$ cat src/common/spm_pkg.sv
// shared opcode and status enums plus default scratchpad geometry, imported by rtl and testbench
package spm_pkg;

    // default geometry, top level overrides through its own parameters
    localparam int SPM_DATA_W  = 32;  // word width in bits
    localparam int SPM_ELS     = 64;  // total words
    localparam int SPM_CREDITS = 2;   // queue depth == credits held by requester

    // request opcode
    typedef enum logic {
        SPM_OP_READ  = 1'b0,
        SPM_OP_WRITE = 1'b1
    } spm_op_e;

    // response status
    // locked only ever comes back for a write below the lock limit
    typedef enum logic {
        SPM_STATUS_OK     = 1'b0,
        SPM_STATUS_LOCKED = 1'b1
    } spm_status_e;

endpackage

$ cat src/sram/spm_bank.sv
// single-port synchronous sram bank with byte write mask, used as one tile of the banked memory
`timescale 1ns/1ns

module spm_bank #(
    parameter int  DATA_W = spm_pkg::SPM_DATA_W,
    parameter int  ELS    = spm_pkg::SPM_ELS,
    localparam int ADDR_W = (ELS > 1) ? $clog2(ELS) : 1,
    localparam int MASK_W = DATA_W / 8
) (
    input  logic              clk_i,
    input  logic              v_i,     // bank enable
    input  logic              w_i,     // 1 = write, 0 = read
    input  logic [ADDR_W-1:0] addr_i,  // word address within the bank
    input  logic [DATA_W-1:0] data_i,
    input  logic [MASK_W-1:0] mask_i,  // one bit per byte lane
    output logic [DATA_W-1:0] data_o   // registered read word
);

    logic [DATA_W-1:0] mem_q [ELS];  // storage array
    logic [DATA_W-1:0] rdata_q;

    // byte-lane writes
    always_ff @(posedge clk_i) begin
        if (v_i && w_i) begin
            for (int b = 0; b < MASK_W; b++) begin
                if (mask_i[b]) begin
                    mem_q[addr_i][b*8 +: 8] <= data_i[b*8 +: 8];
                end
            end
        end
    end

    // read port, holds last read word across writes and idle cycles
    always_ff @(posedge clk_i) begin
        if (v_i && !w_i) begin
            rdata_q <= mem_q[addr_i];
        end
    end

    assign data_o = rdata_q;

endmodule

$ cat src/sram/spm_banked_mem.sv
// scratchpad storage split into width and depth banks, only one depth bank enabled per access
`timescale 1ns/1ns

module spm_banked_mem #(
    parameter int  DATA_W               = spm_pkg::SPM_DATA_W,
    parameter int  ELS                  = spm_pkg::SPM_ELS,
    parameter int  NUM_WIDTH_BANKS      = 2,
    parameter int  NUM_DEPTH_BANKS      = 4,
    parameter int  DEPTH_BANK_START_IDX = 0,  // lowest addr bit of the depth-bank index
    localparam int ADDR_W               = $clog2(ELS),
    localparam int MASK_W               = DATA_W / 8
) (
    input  logic              clk_i,
    input  logic              rst_n_i,
    input  logic              v_i,
    input  logic              w_i,
    input  logic [ADDR_W-1:0] addr_i,
    input  logic [DATA_W-1:0] data_i,
    input  logic [MASK_W-1:0] mask_i,
    output logic [DATA_W-1:0] data_o  // valid the cycle after a read
);

    localparam int BANK_W      = DATA_W / NUM_WIDTH_BANKS;  // bits per width bank
    localparam int BANK_MASK_W = BANK_W / 8;
    localparam int BANK_ELS    = ELS / NUM_DEPTH_BANKS;      // words per depth bank

    if (NUM_DEPTH_BANKS == 1) begin : g_db1
        // no depth split, full address goes straight to every width bank
        for (genvar i = 0; i < NUM_WIDTH_BANKS; i++) begin : g_wb
            spm_bank #(
                .DATA_W (BANK_W),
                .ELS    (BANK_ELS)
            ) u_bank (
                .clk_i  (clk_i),
                .v_i    (v_i),
                .w_i    (w_i),
                .addr_i (addr_i),
                .data_i (data_i[i*BANK_W +: BANK_W]),
                .mask_i (mask_i[i*BANK_MASK_W +: BANK_MASK_W]),
                .data_o (data_o[i*BANK_W +: BANK_W])
            );
        end
    end else begin : g_dbn
        localparam int IDX_W       = $clog2(NUM_DEPTH_BANKS);
        localparam int BANK_ADDR_W = $clog2(BANK_ELS);

        logic [IDX_W-1:0]       bank_idx;                    // selected depth bank
        logic [IDX_W-1:0]       bank_idx_q;                  // depth bank of the last read
        logic [BANK_ADDR_W-1:0] bank_addr;                   // address left after index removal
        logic [NUM_DEPTH_BANKS-1:0] bank_v;                  // one-hot enables
        logic [DATA_W-1:0]      bank_data [NUM_DEPTH_BANKS];

        assign bank_idx = addr_i[DEPTH_BANK_START_IDX +: IDX_W];

        // close up the address bits around the index field
        if (DEPTH_BANK_START_IDX == 0) begin : g_lsb
            assign bank_addr = addr_i[IDX_W +: BANK_ADDR_W];
        end else if (DEPTH_BANK_START_IDX == ADDR_W - IDX_W) begin : g_msb
            assign bank_addr = addr_i[0 +: BANK_ADDR_W];
        end else begin : g_mid
            assign bank_addr = {addr_i[ADDR_W-1:DEPTH_BANK_START_IDX+IDX_W],
                                addr_i[DEPTH_BANK_START_IDX-1:0]};
        end

        for (genvar j = 0; j < NUM_DEPTH_BANKS; j++) begin : g_db
            assign bank_v[j] = v_i && (bank_idx == IDX_W'(j));  // decode with valid

            for (genvar i = 0; i < NUM_WIDTH_BANKS; i++) begin : g_wb
                spm_bank #(
                    .DATA_W (BANK_W),
                    .ELS    (BANK_ELS)
                ) u_bank (
                    .clk_i  (clk_i),
                    .v_i    (bank_v[j]),
                    .w_i    (w_i),
                    .addr_i (bank_addr),
                    .data_i (data_i[i*BANK_W +: BANK_W]),
                    .mask_i (mask_i[i*BANK_MASK_W +: BANK_MASK_W]),
                    .data_o (bank_data[j][i*BANK_W +: BANK_W])
                );
            end
        end

        // remember which depth bank answers next cycle
        always_ff @(posedge clk_i or negedge rst_n_i) begin
            if (!rst_n_i) begin
                bank_idx_q <= '0;
            end else if (v_i && !w_i) begin
                bank_idx_q <= bank_idx;
            end
        end

        assign data_o = bank_data[bank_idx_q];  // read-data mux
    end

endmodule

$ cat src/verilog/spm_cfg_regs.sv
// scratchpad config registers, lock limit for writes and a saturating rejected-write counter
`timescale 1ns/1ns

module spm_cfg_regs #(
    parameter int  ELS    = spm_pkg::SPM_ELS,
    localparam int ADDR_W = $clog2(ELS)
) (
    input  logic              clk_i,
    input  logic              rst_n_i,
    input  logic              cfg_we_i,          // one-cycle load strobe
    input  logic [ADDR_W-1:0] cfg_lock_i,
    input  logic              reject_i,          // from the request controller
    output logic [ADDR_W-1:0] lock_limit_o,
    output logic [15:0]       cfg_reject_cnt_o
);

    logic [ADDR_W-1:0] lock_limit_q;  // zero means nothing locked
    logic [15:0]       reject_cnt_q;

    // new limit visible the cycle after the strobe
    always_ff @(posedge clk_i or negedge rst_n_i) begin
        if (!rst_n_i) begin
            lock_limit_q <= '0;
        end else if (cfg_we_i) begin
            lock_limit_q <= cfg_lock_i;
        end
    end

    // count rejects, stick at all ones
    always_ff @(posedge clk_i or negedge rst_n_i) begin
        if (!rst_n_i) begin
            reject_cnt_q <= '0;
        end else if (reject_i && (reject_cnt_q != 16'hffff)) begin
            reject_cnt_q <= reject_cnt_q + 16'd1;
        end
    end

    assign lock_limit_o     = lock_limit_q;
    assign cfg_reject_cnt_o = reject_cnt_q;

endmodule

$ cat src/verilog/spm_req_ctrl.sv
// credit-guarded request queue for the scratchpad, issues to memory and builds in-order responses
`timescale 1ns/1ns

module spm_req_ctrl #(
    parameter int  DATA_W  = spm_pkg::SPM_DATA_W,
    parameter int  ELS     = spm_pkg::SPM_ELS,
    parameter int  CREDITS = spm_pkg::SPM_CREDITS,
    localparam int ADDR_W  = $clog2(ELS),
    localparam int MASK_W  = DATA_W / 8
) (
    input  logic                 clk_i,
    input  logic                 rst_n_i,
    input  logic                 req_v_i,        // only while requester holds a credit
    input  spm_pkg::spm_op_e     req_op_i,
    input  logic [ADDR_W-1:0]    req_addr_i,
    input  logic [DATA_W-1:0]    req_wdata_i,
    input  logic [MASK_W-1:0]    req_mask_i,
    input  logic [ADDR_W-1:0]    lock_limit_i,   // writes below this are dropped
    input  logic [DATA_W-1:0]    mem_rdata_i,
    output logic                 credit_o,       // one pulse per issue
    output logic                 reject_o,       // one pulse per locked write
    output logic                 mem_v_o,
    output logic                 mem_w_o,
    output logic [ADDR_W-1:0]    mem_addr_o,
    output logic [DATA_W-1:0]    mem_wdata_o,
    output logic [MASK_W-1:0]    mem_mask_o,
    output logic                 resp_v_o,
    output spm_pkg::spm_op_e     resp_op_o,
    output spm_pkg::spm_status_e resp_status_o,
    output logic [DATA_W-1:0]    resp_rdata_o    // only meaningful for an ok read
);
    import spm_pkg::*;

    localparam int PTR_W = (CREDITS > 1) ? $clog2(CREDITS) : 1;
    localparam int CNT_W = $clog2(CREDITS + 1);

    // queue payload
    spm_op_e           op_q    [CREDITS];
    logic [ADDR_W-1:0] addr_q  [CREDITS];
    logic [DATA_W-1:0] wdata_q [CREDITS];
    logic [MASK_W-1:0] mask_q  [CREDITS];

    logic [PTR_W-1:0]  wr_ptr_q;
    logic [PTR_W-1:0]  rd_ptr_q;
    logic [CNT_W-1:0]  count_q;   // entries held, bounded by credits
    logic              issue;     // head goes to memory this cycle
    logic              locked;    // head is a write inside the locked range
    logic              resp_v_q;
    spm_op_e           resp_op_q;
    spm_status_e       resp_status_q;

    // circular pointer step
    function automatic logic [PTR_W-1:0] ptr_inc(input logic [PTR_W-1:0] ptr);
        return (ptr == PTR_W'(CREDITS - 1)) ? '0 : ptr + 1'b1;
    endfunction

    assign issue  = (count_q != '0);
    assign locked = (op_q[rd_ptr_q] == SPM_OP_WRITE) && (addr_q[rd_ptr_q] < lock_limit_i);

    always_ff @(posedge clk_i) begin
        if (req_v_i) begin
            op_q[wr_ptr_q]    <= req_op_i;
            addr_q[wr_ptr_q]  <= req_addr_i;
            wdata_q[wr_ptr_q] <= req_wdata_i;
            mask_q[wr_ptr_q]  <= req_mask_i;
        end
    end

    always_ff @(posedge clk_i or negedge rst_n_i) begin
        if (!rst_n_i) begin
            wr_ptr_q <= '0;
            rd_ptr_q <= '0;
            count_q  <= '0;
            resp_v_q <= 1'b0;
        end else begin
            if (req_v_i) wr_ptr_q <= ptr_inc(wr_ptr_q);
            if (issue) rd_ptr_q <= ptr_inc(rd_ptr_q);
            count_q  <= count_q + CNT_W'(req_v_i) - CNT_W'(issue);
            resp_v_q <= issue;  // memory answers one cycle later
        end
    end

    // op and status ride alongside the memory access
    always_ff @(posedge clk_i) begin
        if (issue) begin
            resp_op_q     <= op_q[rd_ptr_q];
            resp_status_q <= locked ? SPM_STATUS_LOCKED : SPM_STATUS_OK;
        end
    end

    assign mem_v_o     = issue;
    assign mem_w_o     = (op_q[rd_ptr_q] == SPM_OP_WRITE) && !locked;  // locked write is a no-op
    assign mem_addr_o  = addr_q[rd_ptr_q];
    assign mem_wdata_o = wdata_q[rd_ptr_q];
    assign mem_mask_o  = mask_q[rd_ptr_q];
    assign credit_o    = issue;            // slot freed as the head leaves
    assign reject_o    = issue && locked;

    assign resp_v_o      = resp_v_q;
    assign resp_op_o     = resp_op_q;
    assign resp_status_o = resp_status_q;
    assign resp_rdata_o  = mem_rdata_i;

endmodule

$ cat src/verilog/spm_top.sv
// banked scratchpad top level, joins the request controller, config registers and banked memory
`timescale 1ns/1ns

module spm_top #(
    parameter int  DATA_W               = spm_pkg::SPM_DATA_W,
    parameter int  ELS                  = spm_pkg::SPM_ELS,
    parameter int  NUM_WIDTH_BANKS      = 2,
    parameter int  NUM_DEPTH_BANKS      = 4,
    parameter int  DEPTH_BANK_START_IDX = 0,
    parameter int  CREDITS              = spm_pkg::SPM_CREDITS,
    localparam int ADDR_W               = $clog2(ELS),
    localparam int MASK_W               = DATA_W / 8
) (
    input  logic                 clk_i,
    input  logic                 rst_n_i,
    // request port, credit based
    input  logic                 req_v_i,
    input  spm_pkg::spm_op_e     req_op_i,
    input  logic [ADDR_W-1:0]    req_addr_i,
    input  logic [DATA_W-1:0]    req_wdata_i,
    input  logic [MASK_W-1:0]    req_mask_i,
    output logic                 credit_o,
    // response port, no back-pressure
    output logic                 resp_v_o,
    output spm_pkg::spm_op_e     resp_op_o,
    output spm_pkg::spm_status_e resp_status_o,
    output logic [DATA_W-1:0]    resp_rdata_o,
    // config port
    input  logic                 cfg_we_i,
    input  logic [ADDR_W-1:0]    cfg_lock_i,
    output logic [15:0]          cfg_reject_cnt_o
);

    logic [ADDR_W-1:0] lock_limit;
    logic              reject;
    logic              mem_v;
    logic              mem_w;
    logic [ADDR_W-1:0] mem_addr;
    logic [DATA_W-1:0] mem_wdata;
    logic [MASK_W-1:0] mem_mask;
    logic [DATA_W-1:0] mem_rdata;  // one cycle behind mem_v

    spm_req_ctrl #(
        .DATA_W (DATA_W), .ELS (ELS), .CREDITS (CREDITS)
    ) u_req_ctrl (
        .clk_i, .rst_n_i, .req_v_i, .req_op_i, .req_addr_i, .req_wdata_i, .req_mask_i,
        .lock_limit_i (lock_limit), .mem_rdata_i (mem_rdata), .credit_o,
        .reject_o (reject), .mem_v_o (mem_v), .mem_w_o (mem_w), .mem_addr_o (mem_addr),
        .mem_wdata_o (mem_wdata), .mem_mask_o (mem_mask),
        .resp_v_o, .resp_op_o, .resp_status_o, .resp_rdata_o
    );

    spm_cfg_regs #(.ELS (ELS)) u_cfg_regs (
        .clk_i, .rst_n_i, .cfg_we_i, .cfg_lock_i, .reject_i (reject),
        .lock_limit_o (lock_limit), .cfg_reject_cnt_o
    );

    spm_banked_mem #(
        .DATA_W (DATA_W), .ELS (ELS), .NUM_WIDTH_BANKS (NUM_WIDTH_BANKS),
        .NUM_DEPTH_BANKS (NUM_DEPTH_BANKS), .DEPTH_BANK_START_IDX (DEPTH_BANK_START_IDX)
    ) u_mem (
        .clk_i, .rst_n_i, .v_i (mem_v), .w_i (mem_w), .addr_i (mem_addr),
        .data_i (mem_wdata), .mask_i (mem_mask), .data_o (mem_rdata)
    );

endmodule
$ cat config.mk
export PLATFORM = sky130hd
export DESIGN_NAME = spm_top
export DESIGN_NICKNAME = d
export VERILOG_FILES = /design/src/common/spm_pkg.sv /design/src/sram/spm_bank.sv /design/src/sram/spm_banked_mem.sv /design/src/verilog/spm_cfg_regs.sv /design/src/verilog/spm_req_ctrl.sv /design/src/verilog/spm_top.sv
export SDC_FILE = /design/constraint.sdc
export NUM_CORES = 2
export LEC_CHECK = 0
export ABC_AREA = 1
export BUFFER_PORTS_ARGS = -buffer_cell sky130_fd_sc_hd__buf_2
export CAP_MARGIN = 25
export CORE_AREA = 5 5 439 441
export DETAILED_ROUTE_END_ITERATION = 16
export DIE_AREA = 0 0 444 446
export MAX_ROUTING_LAYER = met4
export PLACE_DENSITY = 0.65
export SLEW_MARGIN = 20
export SYNTH_ARGS = -nofsm -noshare
export SYNTH_HDL_FRONTEND = slang
export SYNTH_SLANG_ARGS = --single-unit
$ cat constraint.sdc
create_clock -name clk_i -period 5.75 [get_ports clk_i]
set_input_delay 0.575 -clock clk_i [delete_from_list [all_inputs] [get_ports clk_i]]
set_output_delay 0.575 -clock clk_i [all_outputs]
set_load 0.03 [all_outputs]
After elaboration in Yosys (flattened, before gate mapping)

Memory sizes are Yosys's and may differ from the RTL's. A register that Yosys moved wholly into a read port is not among the register bits.
Index checks and enable logic that the tools add are counted.

Bits in registers: 31
Latch bits: 0
RAM bits: 2134
Memory bits (read-only): 0
Input bits: 53
Output and inout port bits: 52
Word-level logic and storage cells: 98
Memories kept: 12

Add/sub/neg operators: 5
$mul: 0
Divide/modulo/power cells: 0
$lt $le $gt $ge: 2
Eq/ne operators: 4
Shift-type cells: 0
Muxes and demuxes: 44
Bitwise gates (word level): 1
Reduce and logical (&&, ||, !) cells: 21

Memory list:

| name                                     | depth | bits a word | read ports | clocked after memory_dff | wr ports | line           | source |
|---|---|---|---|---|---|---|---|
| u_mem.g_dbn.g_db[0].g_wb[0].u_bank.mem_q | 16    | 16          | 1          | 1                        | 1        | spm_bank.sv:19 | `logic [DATA_W-1:0] mem_q [ELS];` |
| u_mem.g_dbn.g_db[0].g_wb[1].u_bank.mem_q | 16    | 16          | 1          | 1                        | 1        | spm_bank.sv:19 |  |
| u_mem.g_dbn.g_db[1].g_wb[0].u_bank.mem_q | 16    | 16          | 1          | 1                        | 1        | spm_bank.sv:19 |  |
| u_mem.g_dbn.g_db[1].g_wb[1].u_bank.mem_q | 16    | 16          | 1          | 1                        | 1        | spm_bank.sv:19 |  |
| u_mem.g_dbn.g_db[2].g_wb[0].u_bank.mem_q | 16    | 16          | 1          | 1                        | 1        | spm_bank.sv:19 |  |
| u_mem.g_dbn.g_db[2].g_wb[1].u_bank.mem_q | 16    | 16          | 1          | 1                        | 1        | spm_bank.sv:19 |  |
| 6 more memories                          | -     | -           | -          | -                        | -        | -              |  |

Operators with widths:

| cell                    | number |
|---|---|
| $bmux W32 S2            | 1 |
| $mux W32                | 2 |
| $mux W1                 | 41 |
| $logic_and A1 B1 Y1     | 17 |
| $add A16 B1 Y16 const B | 1 |
| $ne A16 B16 Y1 const B  | 1 |
| $lt A6 B6 Y1            | 1 |
| $eq A2 B2 Y1 const B    | 2 |
| $ge A3 B3 Y1 const B    | 1 |
| $not A2 Y3              | 1 |
| $add A1 B1 Y1 const B   | 2 |
| $add A2 B1 Y2           | 1 |
| $eq A2 B1 Y1 const B    | 1 |
| $logic_not A1 Y1        | 2 |
| $logic_not A2 Y1        | 1 |
| $reduce_bool A2 Y1      | 1 |
| $sub A2 B1 Y2           | 1 |

Depth between registers and ports, before layout

An unclocked memory read counts as a cell.

Depth after elaboration: 8
Depth in mapped cells: 19
Gate-level depth less buffers: 13

By module

Synthesis repeated with hierarchy kept, for this count alone.

Cells, all modules: 9597
Area total of the unflattened synthesis: 97989.0 um^2

By module, submodules not included:

| module         | instances | cells each | area each (um^2) | sequential area each (um^2) |
|---|---|---|---|---|
| spm_bank       | 8         | 1092       | 11412.2          | 8167.8 |
| spm_req_ctrl   | 1         | 302        | 3782.4           | 2767.7 |
| spm_banked_mem | 1         | 389        | 1649.1           | 50.0 |
| spm_cfg_regs   | 1         | 170        | 1260.0           | 550.5 |

Worst setup path before layout

OpenSTA, ideal clock, no wires.

Path kind: reg2reg
Start: reg u_req_ctrl.rd_ptr_q
End: reg u_mem.g_dbn.g_db[0].g_wb[0].u_bank.rdata_q[0] (read register of u_mem.g_dbn.g_db[0].g_wb[0].u_bank.mem_q), enable pin
Data arrival time: 4.538 ns
Slack: 0.751 ns
Cell stages (with the launch flop): 17
Period minus slack after synthesis: 4.999 ns
Cell sequence: dfrtp_1 > buf_6 > inv_4 > or2_1 > o21ai_2 > inv_2 > buf_4 > buf_2 > buf_2 > ha_1 > a21o_1 > a21oi_1 > nand2_1 > nand2_1 > inv_2 > buf_8 > nor3_1

Word-level cells in the longest chain between the ends: 7
Elaborated cells on any way between the ends: 10
Classes of those cells: 1 x order compare; 7 x reduce/logical; 2 x memory

RTL lines:

| element                | line               | source |
|---|---|---|
| start, declared        | spm_req_ctrl.sv:44 | `logic [PTR_W-1:0] rd_ptr_q;` |
| start signal, assigned | spm_req_ctrl.sv:77 | `if (issue) rd_ptr_q <= ptr_inc(rd_ptr_q);` |
| $mem_v2 Z2 W6          | -                  |  |
| $lt A6 B6 Y1           | spm_req_ctrl.sv:58 | `assign locked = (op_q[rd_ptr_q] == SPM_OP_WRITE) && (addr_q[rd_ptr_q] < lock_limit_i);` |
| $logic_and A1 B1 Y1    | spm_req_ctrl.sv:58 |  |
| $logic_not A1 Y1       | spm_req_ctrl.sv:92 | `assign mem_w_o = (op_q[rd_ptr_q] == SPM_OP_WRITE) && !locked;` |
| $logic_and A1 B1 Y1    | spm_req_ctrl.sv:92 |  |
| $logic_not A1 Y1       | spm_bank.sv:35     | `if (v_i && !w_i) begin` |
| $logic_and A1 B1 Y1    | spm_bank.sv:35     |  |
| end, declared          | spm_bank.sv:20     | `logic [DATA_W-1:0] rdata_q;` |

Parallel ways exist; a longest one is shown, timed or not.
A chain may end at the register's enable or synchronous reset.

Final worst setup path

Start: reg u_req_ctrl.rd_ptr_q
End: mem u_mem.g_dbn.g_db[1].g_wb[0].u_bank.mem_q[2][9] in the netlist's numbering, enable pin

Word-level cells in the longest chain between the ends: 8
Elaborated cells on any way between the ends: 13
Classes of those cells: 1 x order compare; 1 x eq/ne; 3 x mux; 5 x reduce/logical; 3 x memory

RTL lines:

| element                       | line               | source |
|---|---|---|
| $mem_v2 Z2 W6                 | -                  |  |
| $lt A6 B6 Y1                  | spm_req_ctrl.sv:58 |  |
| $logic_and A1 B1 Y1           | spm_req_ctrl.sv:58 |  |
| $logic_not A1 Y1              | spm_req_ctrl.sv:92 |  |
| $logic_and A1 B1 Y1           | spm_req_ctrl.sv:92 |  |
| $logic_and A1 B1 Y1           | spm_bank.sv:24     | `if (v_i && w_i) begin` |
| $mux W1                       | spm_bank.sv:24     |  |
| $mux W1 (not written as such) | spm_bank.sv:27     | `mem_q[addr_i][b*8 +: 8] <= data_i[b*8 +: 8];` |
| end, declared                 | spm_bank.sv:19     |  |

Parallel ways exist; a longest one is shown, timed or not.

==> metrics.md <==
| Metric | Value |
|---|---|
| Clock Root Buffer | clkbuf_16 |
| WHS | 93.87 ps |
| Synth cell count leaders | 4541 x nand2_1, 2264 x edfxtp_1, 342 x nor2_1 |
| Sequential power share | 39.9% |
| Site row count | 160 |
| Seq/Total Area, Yosys | 73.49% |
| Io pins | 105 |
| Clk sinks | 2293 |
| CTS tree | done |
| Cts repair resizes | 0 |
| Proportion of layout cells with a drive suffix above 1 | 7.067% |
| Max-slew headroom | 23.24% |
| Nets | 8491 |
| Unrepaired setup endpoints after global routing | no |
| Detailed Route WL | 253.8 mm |
| Die width | 444 um |
| Largest cells by area after synthesis | edfxtp_1 73%, nand2_1 18%, buf_2 1.5% |
| Most common cell in the netlist | nand2_1 |
| First-pass GRT wire length | 375.6 mm |
| Clk_lat worst skew | 870 ps |
| Clk slew on worst S/H paths | 60 ps |
| Setup_tns | 0 ps |
| Post-Syn Area | 0.09349 mm^2 |
| Final ANT Viol Nets | 0 |
| CP Launch Type | register |
| Top-area cell type share of the netlist area | 72.72% |
| Effective utilization at floorplan | 49.52% |
| Status | complete, no violations |
| Min-Delay Path Class | in -> reg |
| Final Cycle Share | 88.48% |
| Worst-path maximum fanout | 49 |
| FILL cells | 15720 |
| Post-Layout Cell Count | 11130 |
| GRT Total Usage | 25.94% |
| Max Freq | 196.6 MHz |
| Fin. Hold Viols | 0 |
| Die Y-Extent | 446 um |
| Switching Power | 0.02126 W |
| Minimum clock period | 5088 ps |
| DR iter-0 viols | 7467 |
| Comb pwr share | 34.0% |
| Via Count | 61550 |
| Initial antenna violation count | 10 |
| Cell taking the most area after synthesis | edfxtp_1 |
| WP data arrival | 5560 ps |
| Internal power | 0.03323 W |
| Sw Ratio | 39.02% |
| Ys flop type | edfxtp_1 |
| CP Class | reg -> reg |
| Syn Inst Count | 8405 |
| Setup crit end kind | register |
| Drt first pass iters | 6 |
| Worst endpoint required time | 6220 ps |
| Cell Pwr Density | 525.2 mW/mm^2 |
| Max Cap Viol | 0 |
| Maximum number of pins on one net before global-route repair | 236 |
| Syn-to-layout area delta | 10.98% |
| Cell Count Post-Placement | 10660 |
| Core area | 0.1888 mm^2 |
| Number of global-route vias before repair | 58570 |
| Syn_nets | 8465 |
| Synth async-reset ratio | 1.265% |
| DR vias/cell | 5.528 |
| Final clock skew | 49.52 ps |
| CTS Buffer Depth | 3 |
| DRC | 0 |
| Routability Congestion | 0.8990 |
| H-tree Lvls | 4 |
| TritonCTS Buffers | 222 |
| Pleak | 39.58 nW |
| GR Overflow Total | 0 |
| Routed len/inst | 22.79 um |
| Worst vdd ir | 726.8 uV |
| Clock Power Share | 26.1% |
| Post-synth EDFFs | 2264 |
| Avg Inst Size Synth | 11.12 um^2 |
| Ys Warns | 0 |
| I/O Buffers | 104 |
| Number of synthesized register bits | 2293 |
| PnR Total Power | 0.05450 W |
| Worst slew pin tran | 1151 ps |
| Final Max Slew Viols | 0 |
| Synth unique cells | 36 |
| Overall die area | 0.1980 mm^2 |
| Setup-violating endpoint count in the final report | 0 |
| Final HPWL DP | 148.1 mm |
==> registers in the layout, indices dropped and copies added, names as in the netlist, 2 cells and up <==
name                                 cells
u_req_ctrl.mask_q                        8
u_mem.g_dbn.g_db.g_wb.u_bank.mem_q    2048
u_mem.g_dbn.bank_idx_q                   2
u_cfg_regs.cfg_reject_cnt_o             16
u_req_ctrl.wdata_q                      64
u_req_ctrl.count_q                       2
u_req_ctrl.op_q                          2
u_mem.g_dbn.g_db.g_wb.u_bank.data_o    128
u_cfg_regs.lock_limit_o                  6
u_req_ctrl.addr_q                       12
==> routing by layer <==
metal / wire length (um) / global-route usage [%]
met5: 0 / -
met2: 119800 / 40.49
met4: 8134 / 8.036
met1: 103700 / 35.40
met3: 22200 / 4.236
==> cells by family after synthesis <==
| family | count (synthesis) | share of synthesized area (%) |
|---|---|---|
| adder cells (fa/ha/maj) | 7 | 0.09368 |
| buffers and inverters | 519 | 2.596 |
| AO/OA/AOI/OAI | 509 | 2.831 |
| AND/OR/NAND/NOR | 5072 | 20.94 |
| multiplexers | 1 | 0.01204 |
| XOR/XNOR | 4 | 0.03748 |
| flip-flops | 2293 | 73.49 |
==> worst max-delay path, cell delays in order (launching register included) <==
cell and delay, ps:
dfrtp_2 640, inv_4 290, nand2_1 190, nand2_4 330, ha_1 440, nand2_1 60
nor2_1 90, nand2_1 90, nand2_1 70, nand2_1 90, inv_2 590, nand3_1 930
nor2_1 860
==> cells in the final DEF, fill, tap and decap left out, types with 5 or more instances in the layout <==
cell and count:
clkbuf_16 223, bufinv_16 19, o22ai_1 32, buf_2 104
buf_12 9, nor2_2 6, a21oi_1 257, inv_2 5
nor2_1 337, nand2_1 4492, diode_2 6, clkinv_1 64
inv_1 49, nand3_1 32, nand2_2 46, ha_1 7
clkinv_2 45, o21ai_1 74, nand4_1 130, edfxtp_1 2264
dfrtp_1 27, nor2_4 7, clkbuf_1 38, buf_4 94
o21ai_0 124, o21bai_1 16, clkinvlp_4 5, dlygate4sd3_1 51
nand3_4 8
==> through the flow <==
stage,util [%],setup slack (ps),area (um^2)
6_report,54.96,662.3,103800
5_1_grt,54.96,303.4,103800
4_1_cts,54.90,656.0,103600
3_5_place_dp,50.88,658.0,96060
3_3_place_gp,50.84,772.2,95980
2_1_floorplan,-,750.7,93490
==> path summary, 6_finish.rpt <==
| check | start | endpoint | slack [ps] | depth (start not counted) |
|---|---|---|---|---|
| min reg2reg | u_cfg_regs.lock_limit_o[1]$_DFFE_PN0P_ | u_cfg_regs.lock_limit_o[1]$_DFFE_PN0P_ | 550 | 2 |
| max | u_req_ctrl.rd_ptr_q$_DFFE_PN0N_ | u_mem.g_dbn.g_db[1].g_wb[0].u_bank.mem_q[2][9]$_DFFE_PP_ | 660 | 12 |
| max in group asynchronous | rst_n_i | u_req_ctrl.rd_ptr_q$_DFFE_PN0N_ | 4900 | 2 |
| max reg2reg | u_req_ctrl.rd_ptr_q$_DFFE_PN0N_ | u_mem.g_dbn.g_db[1].g_wb[0].u_bank.mem_q[2][9]$_DFFE_PP_ | 660 | 12 |
| min in group asynchronous | rst_n_i | u_cfg_regs.lock_limit_o[2]$_DFFE_PN0P_ | 330 | 2 |
| min | cfg_we_i | u_cfg_regs.lock_limit_o[3]$_DFFE_PN0P_ | 90 | 2 |
==> power by group through the flow <==
stage | logic (W) | registers, W | clock network (W)
after detailed placement | 0.0183 | 0.0221 | 0
after global routing | 0.0200 | 0.0218 | 0.0151
final | 0.0185 | 0.0217 | 0.0142
after CTS | 0.0184 | 0.0217 | 0.0144
after global placement | 0.0181 | 0.0221 | 0
after floorplan | 0.0110 | 0.0221 | 0
==> what timing repair did <==
item	in CTS	in global routing
buffers inserted	0	0
endpoints found under the hold margin	123	0
hold buffers	51	0
==> final cells by class <==
type	instances	area, um^2	area share (%)
clock inverters	149	1353	1.304
well taps	2511	3142	3.028
inverters	57	231.5	0.2231
diodes	6	15.01	0.01447
flip-flops and latches	2293	68710	66.23
multi-input cells	5593	22550	21.73
repair buffers	264	2033	1.960
clock buffers	261	5723	5.516
(Power assumes the default switching activity.)
